===== src/rctl_pkg.sv =====
// register controller shared types
package rctl_pkg;

  localparam int DATA_W = 8;  // spi word width
  localparam int ADDR_W = 7;  // register address bits in a command

  // command byte, msb first on the wire
  typedef struct packed {
    logic              rw;    // 1 = write
    logic [ADDR_W-1:0] addr;  // target register
  } spi_cmd_t;

  // one received word, two decodes
  typedef union packed {
    spi_cmd_t          cmd;  // first byte of a frame
    logic [DATA_W-1:0] raw;  // data byte
  } spi_word_u;

  // frame sequencing
  typedef enum logic [1:0] {
    ST_IDLE  = 2'd0,  // waiting for first sclk fall
    ST_CMD   = 2'd1,  // shifting command byte
    ST_DATA  = 2'd2,  // shifting data byte
    ST_DRAIN = 2'd3   // extra bytes ignored
  } fsm_state_t;

endpackage


===== src/spi_word_if.sv =====
// spi word level bus
`timescale 1ns/1ns

interface spi_word_if import rctl_pkg::*; ();

  logic              selected;     // frame active
  logic              bit_valid;    // one mosi bit shifted in
  logic              frame_start;  // first sclk fall of a frame
  spi_word_u         rx_word;      // receive shift register
  logic [DATA_W-1:0] tx_word;      // word presented on miso

  // front end, owns the shift logic
  modport fe (
    output selected,
    output bit_valid,
    output frame_start,
    output rx_word,
    input  tx_word
  );

  // bit counter, watches the bit stream only
  modport cnt (
    input selected,
    input bit_valid
  );

  // frame controller
  modport ctl (
    input  selected,
    input  frame_start,
    input  rx_word,
    output tx_word
  );

endinterface


===== src/spi_fe.sv =====
// spi mode 3 front end
`timescale 1ns/1ns

module spi_fe import rctl_pkg::*; (
  input  logic   clk,
  input  logic   rst,
  input  logic   sclk,  // serial clock idling high
  input  logic   ss,    // active low slave select
  input  logic   mosi,  // sampled on sclk rise
  output logic   miso,  // launched on sclk fall
  spi_word_if.fe bus
);

  localparam logic [DATA_W-1:0] MASK_MSB = {1'b1, {(DATA_W-1){1'b0}}};

  logic [2:0]        sclk_hist;      // sclk sampler with [2] oldest
  logic [1:0]        ss_sync;        // ss two flop sync
  logic              ss_hold;        // ss seen at sclk falls and high while idle
  logic              sclk_rise;
  logic              sclk_fall;
  logic              first_fall;     // ss low with no fall seen yet
  logic              bit_valid_q;
  logic              frame_start_q;
  logic [DATA_W-1:0] shift_rx;       // mosi shift register
  logic [DATA_W-1:0] tx_mask;        // one-hot miso bit select

  assign sclk_rise  = ~sclk_hist[2] & sclk_hist[1];         // posedge detect
  assign sclk_fall  = sclk_hist[2] & ~sclk_hist[1];         // negedge detect
  assign first_fall = ss_hold & ~ss_sync[1] & sclk_fall;

  always_ff @(posedge clk or posedge rst) begin
    if (rst) begin
      sclk_hist <= 3'b111;  // mode 3 idle level
      ss_sync   <= 2'b11;
    end else begin
      sclk_hist <= {sclk_hist[1:0], sclk};
      ss_sync   <= {ss_sync[0], ss};
    end
  end

  // ss taken on sclk falls and forced high once ss deasserts
  always_ff @(posedge clk or posedge rst) begin
    if (rst) begin
      ss_hold <= 1'b1;
    end else if (ss_sync[1] || sclk_fall) begin
      ss_hold <= ss_sync[1];
    end
  end

  always_ff @(posedge clk or posedge rst) begin
    if (rst) begin
      bit_valid_q   <= 1'b0;
      frame_start_q <= 1'b0;
    end else begin
      bit_valid_q   <= sclk_rise & ~ss_hold;  // lines up with shift_rx update
      frame_start_q <= first_fall;
    end
  end

  always_ff @(posedge clk) begin
    if (sclk_rise && !ss_hold) begin
      shift_rx <= {shift_rx[DATA_W-2:0], mosi};  // msb first
    end
  end

  // rotate right per fall but keep msb at the first fall
  always_ff @(posedge clk or posedge rst) begin
    if (rst) begin
      tx_mask <= MASK_MSB;
    end else if (ss_hold) begin
      tx_mask <= MASK_MSB;  // idle and first fall
    end else if (sclk_fall) begin
      tx_mask <= {tx_mask[0], tx_mask[DATA_W-1:1]};
    end
  end

  assign bus.selected    = ~ss_hold;
  assign bus.bit_valid   = bit_valid_q;
  assign bus.frame_start = frame_start_q;
  assign bus.rx_word     = shift_rx;          // both views share the bits
  assign miso            = |(tx_mask & bus.tx_word);

endmodule


===== src/bit_counter.sv =====
// spi bit counter
`timescale 1ns/1ns

module bit_counter import rctl_pkg::*; (
  input  logic    clk,
  input  logic    rst,
  spi_word_if.cnt bus,
  output logic    word_done  // one cycle after last bit_valid of a word
);

  localparam int CNT_W = (DATA_W > 1) ? $clog2(DATA_W) : 1;
  localparam logic [CNT_W-1:0] LAST_BIT = CNT_W'(DATA_W - 1);

  logic [CNT_W-1:0] bit_cnt;  // bits of current word

  always_ff @(posedge clk or posedge rst) begin
    if (rst) begin
      bit_cnt   <= '0;
      word_done <= 1'b0;
    end else begin
      word_done <= 1'b0;  // pulse only
      if (!bus.selected) begin
        bit_cnt <= '0;    // frame over, realign
      end else if (bus.bit_valid) begin
        if (bit_cnt == LAST_BIT) begin
          bit_cnt   <= '0;
          word_done <= 1'b1;
        end else begin
          bit_cnt <= bit_cnt + 1'b1;
        end
      end
    end
  end

endmodule


===== src/frame_fsm.sv =====
// spi frame controller
`timescale 1ns/1ns

module frame_fsm import rctl_pkg::*; #(
  parameter int NUM_REGS = 16
) (
  input  logic              clk,
  input  logic              rst,
  spi_word_if.ctl           bus,
  input  logic              word_done,  // a full byte is in rx_word
  output logic [ADDR_W-1:0] rd_addr,
  input  logic [DATA_W-1:0] rd_data,
  output logic              wr_en,      // single cycle write
  output logic [ADDR_W-1:0] wr_addr,
  output logic [DATA_W-1:0] wr_data
);

  localparam logic [ADDR_W:0] REG_LIMIT = (ADDR_W+1)'(NUM_REGS);

  fsm_state_t state;
  spi_cmd_t   cmd_q;     // latched command byte
  logic       load_rd;   // rd_data valid for latched address
  logic       addr_ok;   // latched address maps to a register

  assign rd_addr = cmd_q.addr;
  assign addr_ok = {1'b0, cmd_q.addr} < REG_LIMIT;

  always_ff @(posedge clk or posedge rst) begin
    if (rst) begin
      state       <= ST_IDLE;
      cmd_q       <= '0;
      load_rd     <= 1'b0;
      wr_en       <= 1'b0;
      bus.tx_word <= '0;
    end else begin
      wr_en   <= 1'b0;
      load_rd <= 1'b0;
      if (!bus.selected) begin
        state       <= ST_IDLE;  // ss high aborts anywhere
        bus.tx_word <= '0;
      end else begin
        case (state)
          ST_IDLE: begin
            if (bus.frame_start) begin
              state <= ST_CMD;
            end
          end
          ST_CMD: begin
            if (word_done) begin
              cmd_q   <= bus.rx_word.cmd;
              load_rd <= ~bus.rx_word.cmd.rw;  // fetch next cycle
              state   <= ST_DATA;
            end
          end
          ST_DATA: begin
            if (word_done) begin
              wr_en       <= cmd_q.rw & addr_ok;  // out of range dropped
              bus.tx_word <= '0;                  // zeros after data byte
              state       <= ST_DRAIN;
            end
          end
          ST_DRAIN: begin
            state <= ST_DRAIN;  // wait for ss high
          end
          default: begin
            state <= ST_IDLE;
          end
        endcase
        if (load_rd) begin
          bus.tx_word <= rd_data;  // before first fall of byte 2
        end
      end
    end
  end

  // write report payload
  always_ff @(posedge clk) begin
    if (state == ST_DATA && word_done) begin
      wr_addr <= cmd_q.addr;
      wr_data <= bus.rx_word.raw;
    end
  end

endmodule


===== src/reg_file.sv =====
// spi register file
`timescale 1ns/1ns

module reg_file import rctl_pkg::*; #(
  parameter int NUM_REGS = 16
) (
  input  logic              clk,
  input  logic              rst,
  input  logic              wr_en,
  input  logic [ADDR_W-1:0] wr_addr,
  input  logic [DATA_W-1:0] wr_data,
  input  logic [ADDR_W-1:0] rd_addr,
  output logic [DATA_W-1:0] rd_data  // combinational
);

  localparam int IDX_W = (NUM_REGS > 1) ? $clog2(NUM_REGS) : 1;
  localparam logic [ADDR_W:0] REG_LIMIT = (ADDR_W+1)'(NUM_REGS);

  logic [DATA_W-1:0] regs [NUM_REGS];
  logic              wr_ok;  // write address in range
  logic              rd_ok;  // read address in range

  assign wr_ok = {1'b0, wr_addr} < REG_LIMIT;
  assign rd_ok = {1'b0, rd_addr} < REG_LIMIT;

  always_ff @(posedge clk or posedge rst) begin
    if (rst) begin
      for (int i = 0; i < NUM_REGS; i++) begin
        regs[i] <= '0;  // unwritten regs read zero
      end
    end else if (wr_en && wr_ok) begin
      regs[wr_addr[IDX_W-1:0]] <= wr_data;
    end
  end

  // unmapped addresses read as zero
  always_comb begin
    rd_data = '0;
    if (rd_ok) begin
      rd_data = regs[rd_addr[IDX_W-1:0]];
    end
  end

endmodule


===== src/spi_regctl.sv =====
// spi slave register controller
`timescale 1ns/1ns

module spi_regctl import rctl_pkg::*; #(
  parameter int NUM_REGS = 16  // up to 128
) (
  input  logic              clk,
  input  logic              rst,
  input  logic              sclk,       // spi mode 3
  input  logic              ss,         // active low
  input  logic              mosi,
  output logic              miso,
  output logic              wr_strobe,  // one cycle per accepted write
  output logic [ADDR_W-1:0] wr_addr,    // valid with wr_strobe
  output logic [DATA_W-1:0] wr_data     // valid with wr_strobe
);

  logic              word_done;
  logic [ADDR_W-1:0] rd_addr;
  logic [DATA_W-1:0] rd_data;

  spi_word_if u_bus ();

  spi_fe u_spi_fe (
    .clk  (clk),
    .rst  (rst),
    .sclk (sclk),
    .ss   (ss),
    .mosi (mosi),
    .miso (miso),
    .bus  (u_bus.fe)
  );

  bit_counter u_bit_counter (
    .clk       (clk),
    .rst       (rst),
    .bus       (u_bus.cnt),
    .word_done (word_done)
  );

  frame_fsm #(
    .NUM_REGS (NUM_REGS)
  ) u_frame_fsm (
    .clk       (clk),
    .rst       (rst),
    .bus       (u_bus.ctl),
    .word_done (word_done),
    .rd_addr   (rd_addr),
    .rd_data   (rd_data),
    .wr_en     (wr_strobe),  // write port doubles as report
    .wr_addr   (wr_addr),
    .wr_data   (wr_data)
  );

  reg_file #(
    .NUM_REGS (NUM_REGS)
  ) u_reg_file (
    .clk     (clk),
    .rst     (rst),
    .wr_en   (wr_strobe),
    .wr_addr (wr_addr),
    .wr_data (wr_data),
    .rd_addr (rd_addr),
    .rd_data (rd_data)
  );

endmodule


===== config.mk =====
export PLATFORM = sky130hd
export DESIGN_NAME = spi_regctl
export DESIGN_NICKNAME = d
export VERILOG_FILES = /design/src/rctl_pkg.sv /design/src/spi_word_if.sv /design/src/spi_fe.sv /design/src/bit_counter.sv /design/src/frame_fsm.sv /design/src/reg_file.sv /design/src/spi_regctl.sv
export SDC_FILE = /design/constraint.sdc
export NUM_CORES = 1
export LEC_CHECK = 0
export BUFFER_PORTS_ARGS = -buffer_cell sky130_fd_sc_hd__buf_4
export CAP_MARGIN = 0
export CORE_MARGIN = 5
export CORE_UTILIZATION = 52
export DETAILED_ROUTE_END_ITERATION = 16
export GPL_TIMING_DRIVEN = 0
export HOLD_SLACK_MARGIN = 0.02
export PLACE_DENSITY_LB_ADDON = 0.15
export SKIP_LAST_GASP = 1
export SLEW_MARGIN = 40
export SYNTH_ARGS = -nofsm -noshare
export SYNTH_HDL_FRONTEND = slang
export SYNTH_SLANG_ARGS = --single-unit

===== constraint.sdc =====
create_clock -name clk -period 5.4 [get_ports clk]
set_clock_uncertainty 0.05 [all_clocks]
set_input_delay 0 -clock clk [delete_from_list [all_inputs] [get_ports clk]]
set_output_delay 0 -clock clk [all_outputs]
set_load 0.03 [all_outputs]

==> run_results.csv, run 1 <==
group,metric,value,unit
timing,timing.final.hold_violations,0,
route,remaining_drc_errors,0,
timing,timing_worst_slew_pin_value,0.819,ns
clocking,tritoncts.num_buffers,17,
yosys,synth_seq_cells,191,
setup_path,worst_path_most_repeated_cell,"sky130_fd_sc_hd__clkbuf_1",
route,drt_pre_antenna_iters,4,
setup_path,critical_path_peak_fanout,10,
yosys,synth.yosys.seq_area_share,0.608,
global_route,grt_pass1_vias,4935,
clocking,cts.clk_slew.worst_paths,0.07,ns
setup_path,critPathSlowestCell,"sky130_fd_sc_hd__clkbuf_1",
yosys,post_syn_nets,523,
route,drt_iter0_markers,267,
global_route,grt-ovfl-total,0,
route,wl_per_cell,22.7,µm
global_route,antenna_violations_before_repair,0,
yosys,cell_area_after_synthesis,8060,µm²
setup_path,critical_path_arrival,3.27,ns
global_route,pin_count_of_the_biggest_net_entering_global_routing,74,
setup_path,crit_path_start_kind,"register",
global_route,gr-usage-all-layers,0.210,
clocking,tritoncts,"built",
finish,antenna_cells,0,
power,netSwitchingFraction,0.210,
yosys,synth_top_flop_cell,"sky130_fd_sc_hd__dfrtp_1",
clocking,clock-root-buffer,"sky130_fd_sc_hd__clkbuf_16",
placement,portBuffers,21,
setup_path,critical_path.max_stage_delay,0.65,ns
yosys,synth.yosys.warnings,0,
job,max_cap_viol_count,0,
clocking,latest_clock_arrival_within_the_worst_skew_pair,0.43,ns
yosys,yosysUniqueCellTypes,42,
status,status,"completed",
timing,maxSlewHeadroom,0.449,
setup_path,worst_setup_path_end_kind,"register",
clocking,clock-sinks,191,
power,pwr_density,310,nW/µm²
finish,drive_gt1_frac,0.426,
clocking,cts_setup_buffers,0,
yosys,synth_edf_count,23,
timing,final.period_utilization,0.560,
clocking,cts-root-to-sink-buffers,2,
power,power_frac_seq,0.512,
power,internal-power,2.25,mW
placement,dpl.hpwl,12000,µm
timing,slew_viol_final,0,
route,detail_route.vias_per_cell,5.92,
finish,design.final.nets,569,
route,vias,4518,
floorplanning,floorplan.initialDensity,0.530,
floorplanning,row_count,45,
clocking,ctsHtreeMaxLevel,4,
setup_path,path_class,"reg -> reg",
yosys,synth_area_per_cell,15.6,µm²
floorplanning,core_region_area,15200,µm²
floorplanning,die-height,135,µm
timing,final.setup.tns,0,ns
yosys,postSynthCellCount,516,
hold_path,worstHoldPathType,"in -> async",
yosys,async_flop_share,0.880,
floorplanning,die_w,135,µm
route,totalWireLength,17300,µm
finish,area_growth,14.3,%
timing,rsz0062_at_grt,"no",
power,power.combinational.fraction,0.017,
finish,final_util,0.606,
power,clock_share_of_power,0.471,
power,worst_ir_drop_on_vdd,0.277,mV
power,power.static_leakage,4.19,nW
power,p_switching,600,µW
timing,final-setup-viol-count,0,
timing,period_needed,3.03,ns
global_route,first_pass_grt_wire_length,28700,µm
placement,finalWeightedCongestion,0.818,
setup_path,crit_path_cell_trace,"clkbuf_1 > clkbuf_1 > buf_2 > mux4_2 > mux2i_1 > o21ai_0",
setup_path,critPathRequiredTime,5.64,ns
floorplanning,design.portCount,22,
route,antenna_violating_nets_remaining,0,
floorplanning,design.die.area,18100,µm²
timing,maxClockFrequency,331,MHz
-- logic make-up after synthesis --
logic type / count (synthesis) / share of synthesized area
fa+ha+maj: 2 / 0.00310
buf+inv: 32 / 0.0158
mux: 178 / 0.289
flops: 191 / 0.608
compound gates: 34 / 0.0289
simple gates: 79 / 0.0554
-- Yosys cell counts, types with 2 or more instances --
master	number	area, µm²
sky130_fd_sc_hd__a2111oi_0	2	17.5
sky130_fd_sc_hd__a21oi_1	10	50.1
sky130_fd_sc_hd__a22oi_1	10	75.1
sky130_fd_sc_hd__and3_1	3	18.8
sky130_fd_sc_hd__buf_2	6	30.0
sky130_fd_sc_hd__clkbuf_1	21	78.8
sky130_fd_sc_hd__dfrtp_1	161	4030
sky130_fd_sc_hd__dfstp_2	7	184
sky130_fd_sc_hd__edfxtp_1	23	691
sky130_fd_sc_hd__ha_1	2	25.0
sky130_fd_sc_hd__inv_1	4	15.0
sky130_fd_sc_hd__mux2_2	136	1530
sky130_fd_sc_hd__mux2i_1	11	110
sky130_fd_sc_hd__mux4_2	30	676
sky130_fd_sc_hd__nand2_1	36	135
sky130_fd_sc_hd__nor2_1	6	22.5
sky130_fd_sc_hd__nor2b_1	8	50.1
sky130_fd_sc_hd__nor3_1	6	30.0
sky130_fd_sc_hd__nor3b_1	3	22.5
sky130_fd_sc_hd__nor4_1	2	12.5
sky130_fd_sc_hd__nor4_4	2	42.5
sky130_fd_sc_hd__o211ai_1	6	45.0
sky130_fd_sc_hd__o21ai_0	2	10.0
-- final cells by class --
type / count / area, µm²
clock buffer: 17 / 425
clock inverter: 15 / 209
sequential: 191 / 4900
multi-input combinational: 293 / 3050
inverter: 4 / 22.5
tap: 188 / 235
timing repair buffer: 27 / 253
fill: 1179 / 5990
buffer: 28 / 113
-- metal layers --
metal  vias to the layer above  GRT usage  routed length, µm
li1                       2007          -                  -
met1                      2433      0.306               8110
met2                        69      0.328               8390
met3                         9     0.0492                675
met4                         0     0.0458                129
met5                         -          0                  0
-- state kept, by name, summed over array words and instances (netlist names) --
name and cells:
u_bit_counter.bit_cnt 3, u_bit_counter.word_done 1, u_frame_fsm.bus.tx_word 8, u_frame_fsm.cmd_q 1
u_frame_fsm.load_rd 1, u_frame_fsm.rd_addr 7, u_frame_fsm.state 2, u_frame_fsm.wr_addr 7
u_frame_fsm.wr_data 8, u_frame_fsm.wr_en 1, u_reg_file.regs 128, u_spi_fe.bus.bit_valid 1
u_spi_fe.bus.frame_start 1, u_spi_fe.bus.rx_word 8, u_spi_fe.sclk_hist 3, u_spi_fe.ss_hold 1
u_spi_fe.ss_sync 2, u_spi_fe.tx_mask 8
-- worst max-delay path: cells and delay by family (launching register included) --
| family | cells | cell delay, ns |
|---|---|---|
| compound gates | 1 | 0.15 |
| mux | 2 | 0.66 |
| buf+inv | 3 | 1.65 |
| flops | 1 | 0.35 |
-- path summary, 6_finish.rpt --
check	from	end	slack, ns	cells after the start
max	u_frame_fsm.rd_addr[2]$_DFFE_PP0P_	u_frame_fsm.bus.tx_word[6]$_DFFE_PP0P_	2.37	6
min	rst	u_bit_counter.bit_cnt[0]$_DFFE_PP0P_	0.03	3
max reg2reg	u_frame_fsm.rd_addr[2]$_DFFE_PP0P_	u_frame_fsm.bus.tx_word[6]$_DFFE_PP0P_	2.37	6
min reg2reg	u_spi_fe.ss_sync[0]$_DFF_PP1_	u_spi_fe.ss_sync[1]$_DFF_PP1_	0.31	0
max in group asynchronous	rst	u_reg_file.regs[17]$_DFFE_PP0P_	4.27	5
min in group clk	sclk	u_spi_fe.sclk_hist[0]$_DFF_PP1_	0.18	2
-- repair_timing --
| action | in CTS | in global routing |
|---|---|---|
| hold buffers | 4 | 0 |
| gates resized for setup | 0 | 0 |
| endpoints found under the hold margin | 97 | 0 |
-- per-stage QoR --
stage	hold WS, ns	setup WS (ns)	power (mW)	cell area [µm²]	instances
2_1_floorplan	-0.0455	0.815	1.52	8060	516
3_3_place_gp	0.0583	-0.775	1.53	8460	725
3_5_place_dp	-0.0711	2.39	1.54	8530	727
4_1_cts	0.0324	2.34	2.88	9210	763
5_1_grt	0.0543	2.11	2.95	9220	763
6_report	0.0338	2.37	2.85	9220	763
-- cell usage in the layout, fill, tap and decap left out, drive strengths merged --
master       Yosys  routed
dfrtp          161     161
mux2           137     137
clkbuf          21      38
nand2           36      36
mux4            30      30
buf              7      30
edfxtp          23      23
mux2i           11      11
a21oi           10      10
a22oi           10      10
nor2b            8       8
nor3             8       8
inv              4       8
dfstp            7       7
nor2             7       7
o211ai           6       6
clkinvlp         0       5
bufinv           0       4
dlygate4sd3      0       4
nor4             4       4
and3             3       3
nor3b            3       3
o21ai            2       2
a2111oi          2       2
ha               2       2
clkinv           0       2
or4b             1       1
nand2b           1       1
or3              1       1
and3b            1       1
nand4            1       1
a211oi           1       1
a221o            1       1
nand3b           1       1
nand3            1       1
a21o             1       1
or2              1       1
and4b            1       1
and4             1       1
a222oi           1       1
-- power groups by stage --
stage / Combinational, mW / Clock (mW) / Sequential (mW)
finish: 0.0473 / 1.34 / 1.46
global route: 0.0555 / 1.43 / 1.46
CTS: 0.0488 / 1.36 / 1.46
detailed placement: 0.0466 / 0 / 1.49
global placement: 0.0379 / 0 / 1.49
floorplan: 0.0272 / 0 / 1.49
(Power assumes the default switching activity.)
==> inputs of run 2 (changes only) <==
==> constraint.sdc (replaced) <==
create_clock -name clk -period 3 [get_ports clk]
set_clock_uncertainty 0.05 [all_clocks]
set_input_delay 0 -clock clk [delete_from_list [all_inputs] [get_ports clk]]
set_output_delay 0 -clock clk [all_outputs]
set_load 0.03 [all_outputs]
==> run 2 against run 1 <==
Effect of this change:
- via count is 1.2% higher
- combinational power increased by 110%
- cell area rose by 0.83%
- utilization rose by 0.50 points
- highest routed layer unchanged
==> run_results.csv, run 2 (synthesis gave the netlist of run 1 again) <==
group,metric,value,unit
timing,timing.final.hold_violations,0,
floorplanning,floorplan.initialDensity,0.530,
timing,final.hold.worst_slack,0.161,ns
placement,portBuffers,21,
hold_path,min_delay_path_depth,2,
finish,final-seq-area,4900,µm²
hold_path,worst_hold_path.endpoint,"u_spi_fe.ss_sync[0]$_DFF_PP1_",
floorplanning,die_w,135,µm
setup_path,timing.reg2reg.setup_slack,0.23,ns
setup_path,critical_path_peak_fanout,10,
global_route,grt_pass1_vias,4849,
clocking,latest_clock_arrival_within_the_worst_skew_pair,0.44,ns
clocking,tritoncts,"built",
timing,post-route-worst-setup-slack,0.229,ns
timing,final.period_utilization,0.924,
timing,final-setup-viol-count,0,
finish,regMostFlops,"u_reg_file.regs",
setup_path,timing.reg2reg.worst_path_depth,6,
setup_path,path_class,"reg -> reg",
power,pwr_density,543,nW/µm²
floorplanning,die-height,135,µm
finish,area_growth,15.2,%
route,detail_route.vias_per_cell,5.94,
global_route,antenna_violations_before_repair,0,
finish,layout.cells.most_common_list,"sky130_fd_sc_hd__dfrtp_1 (161), sky130_fd_sc_hd__mux2_2 (136), sky130_fd_sc_hd__nand2_1 (36)",
finish,largest_register_ffs,128,
finish,multi_input_comb_area,3050,µm²
power,power.static_leakage,4.25,nW
placement,dpl_worst_slack,-0.0417,ns
timing,maxSlewHeadroom,0.447,
hold_path,worst_hold_startpoint,"ss",
hold_path,worstHoldPathType,"in -> reg",
setup_path,timing.rr.start,"u_frame_fsm.rd_addr[2]$_DFFE_PP0P_",
setup_path,critical_path_arrival,3.03,ns
global_route,first_pass_grt_wire_length,28400,µm
route,totalWireLength,17600,µm
placement,dpl.hpwl,12300,µm
job,max_cap_viol_count,0,
power,finalPower,5.04,mW
power,worst_ir_drop_on_vdd,0.487,mV
clocking,cts.clk_slew.worst_paths,0.07,ns
finish,drive_gt1_frac,0.433,
timing,timing_worst_slew_pin_value,0.825,ns
clocking,tritoncts.num_buffers,17,
clocking,ctsHtreeMaxLevel,4,
timing,rsz0062_at_grt,"no",
global_route,pin_count_of_the_biggest_net_entering_global_routing,28,
finish,mostFrequentLayoutCell,"sky130_fd_sc_hd__dfrtp_1",
setup_path,crit_path_start_kind,"register",
placement,finalWeightedCongestion,0.826,
clocking,clock-root-buffer,"sky130_fd_sc_hd__clkbuf_16",
global_route,grt-ovfl-total,0,
floorplanning,row_count,45,
timing,slew_viol_final,0,
route,vias,4572,
finish,design.final.nets,576,
route,wl_per_cell,22.9,µm
route,antenna_violating_nets_remaining,0,
global_route,gr-usage-all-layers,0.212,
floorplanning,design.die.area,18100,µm²
timing,period_needed,2.77,ns
setup_path,reg2reg_to,"u_frame_fsm.bus.tx_word[3]$_DFFE_PP0P_",
setup_path,worst_setup_path_end_kind,"register",
clocking,cts-root-to-sink-buffers,2,
setup_path,critPathRequiredTime,3.26,ns
route,drt_iter0_markers,325,
finish,antenna_cells,0,
route,drt_pre_antenna_iters,5,
timing,maxClockFrequency,361,MHz
finish,final.fill_count,1173,
status,status,"completed",
route,remaining_drc_errors,0,
clocking,clock-sinks,191,
floorplanning,core_region_area,15200,µm²
floorplanning,design.portCount,22,
## run 2: area by class of cell
type | count | area share
sequential | 191 | 0.528
multi-input combinational | 293 | 0.328
clock buffer | 17 | 0.0458
timing repair buffer | 34 | 0.0399
tap | 188 | 0.0253
clock inverter | 15 | 0.0189
buffer | 28 | 0.0124
inverter | 4 | 0.00202
## run 2: layer usage
layer | vias to the layer above | GRT usage | wire (µm)
met4 | 0 | 0.0554 | 211
met5 | - | 0 | 0
li1 | 2028 | - | -
met1 | 2456 | 0.309 | 8260
met3 | 18 | 0.0499 | 616
met2 | 70 | 0.325 | 8510
## run 2: how the worst max path moves through the flow
| stage | cells past startpoint | slack, ns | end | startpoint |
|---|---|---|---|---|
| final | 6 | 0.23 | u_frame_fsm.bus.tx_word[3]$_DFFE_PP0P_ | u_frame_fsm.rd_addr[2]$_DFFE_PP0P_ |
| after global routing | 6 | 0.05 | u_frame_fsm.bus.tx_word[6]$_DFFE_PP0P_ | u_frame_fsm.rd_addr[2]$_DFFE_PP0P_ |
| after CTS | 6 | 0.22 | u_frame_fsm.bus.tx_word[6]$_DFFE_PP0P_ | u_frame_fsm.rd_addr[2]$_DFFE_PP0P_ |
| after detailed placement | 6 | -0.04 | u_frame_fsm.bus.tx_word[3]$_DFFE_PP0P_ | u_frame_fsm.rd_addr[2]$_DFFE_PP0P_ |
| after global placement | 2 | -0.09 | u_frame_fsm.rd_addr[4]$_DFFE_PP0P_ | rst |
| after floorplan | 5 | 0.58 | u_reg_file.regs[24]$_DFFE_PP0P_ | u_frame_fsm.wr_addr[6]$_DFFE_PP_ |
## run 2: power by group
part	internal, mW	switching [mW]
sequential	2.63	0.00655
clock	1.26	1.05
combinational	0.0353	0.0657
## run 2: repair_timing
item	CTS	global route
resized for setup	1	0
hold buffers	5	0
endpoints found under the setup margin	2	0
endpoints found under the hold margin	106	0
buffers inserted	0	0
## run 2: per-stage QoR
stage	cell area, µm²	instances	TNS (ns)	utilization
after floorplan	8070	516	0	-
after global placement	8460	725	-12.86	0.557
after detailed placement	8640	733	-0.0767	0.568
after CTS	9290	770	0	0.611
after global routing	9290	770	0	0.611
final	9290	770	0	0.611
## run 2: worst max-delay path: stages (launching register included)
cell                       delay [ns]
sky130_fd_sc_hd__dfrtp_1         0.35
sky130_fd_sc_hd__clkbuf_1        0.57
sky130_fd_sc_hd__clkbuf_2        0.46
sky130_fd_sc_hd__buf_2           0.37
sky130_fd_sc_hd__mux4_2          0.34
sky130_fd_sc_hd__mux2i_1         0.36
sky130_fd_sc_hd__o211ai_1        0.12
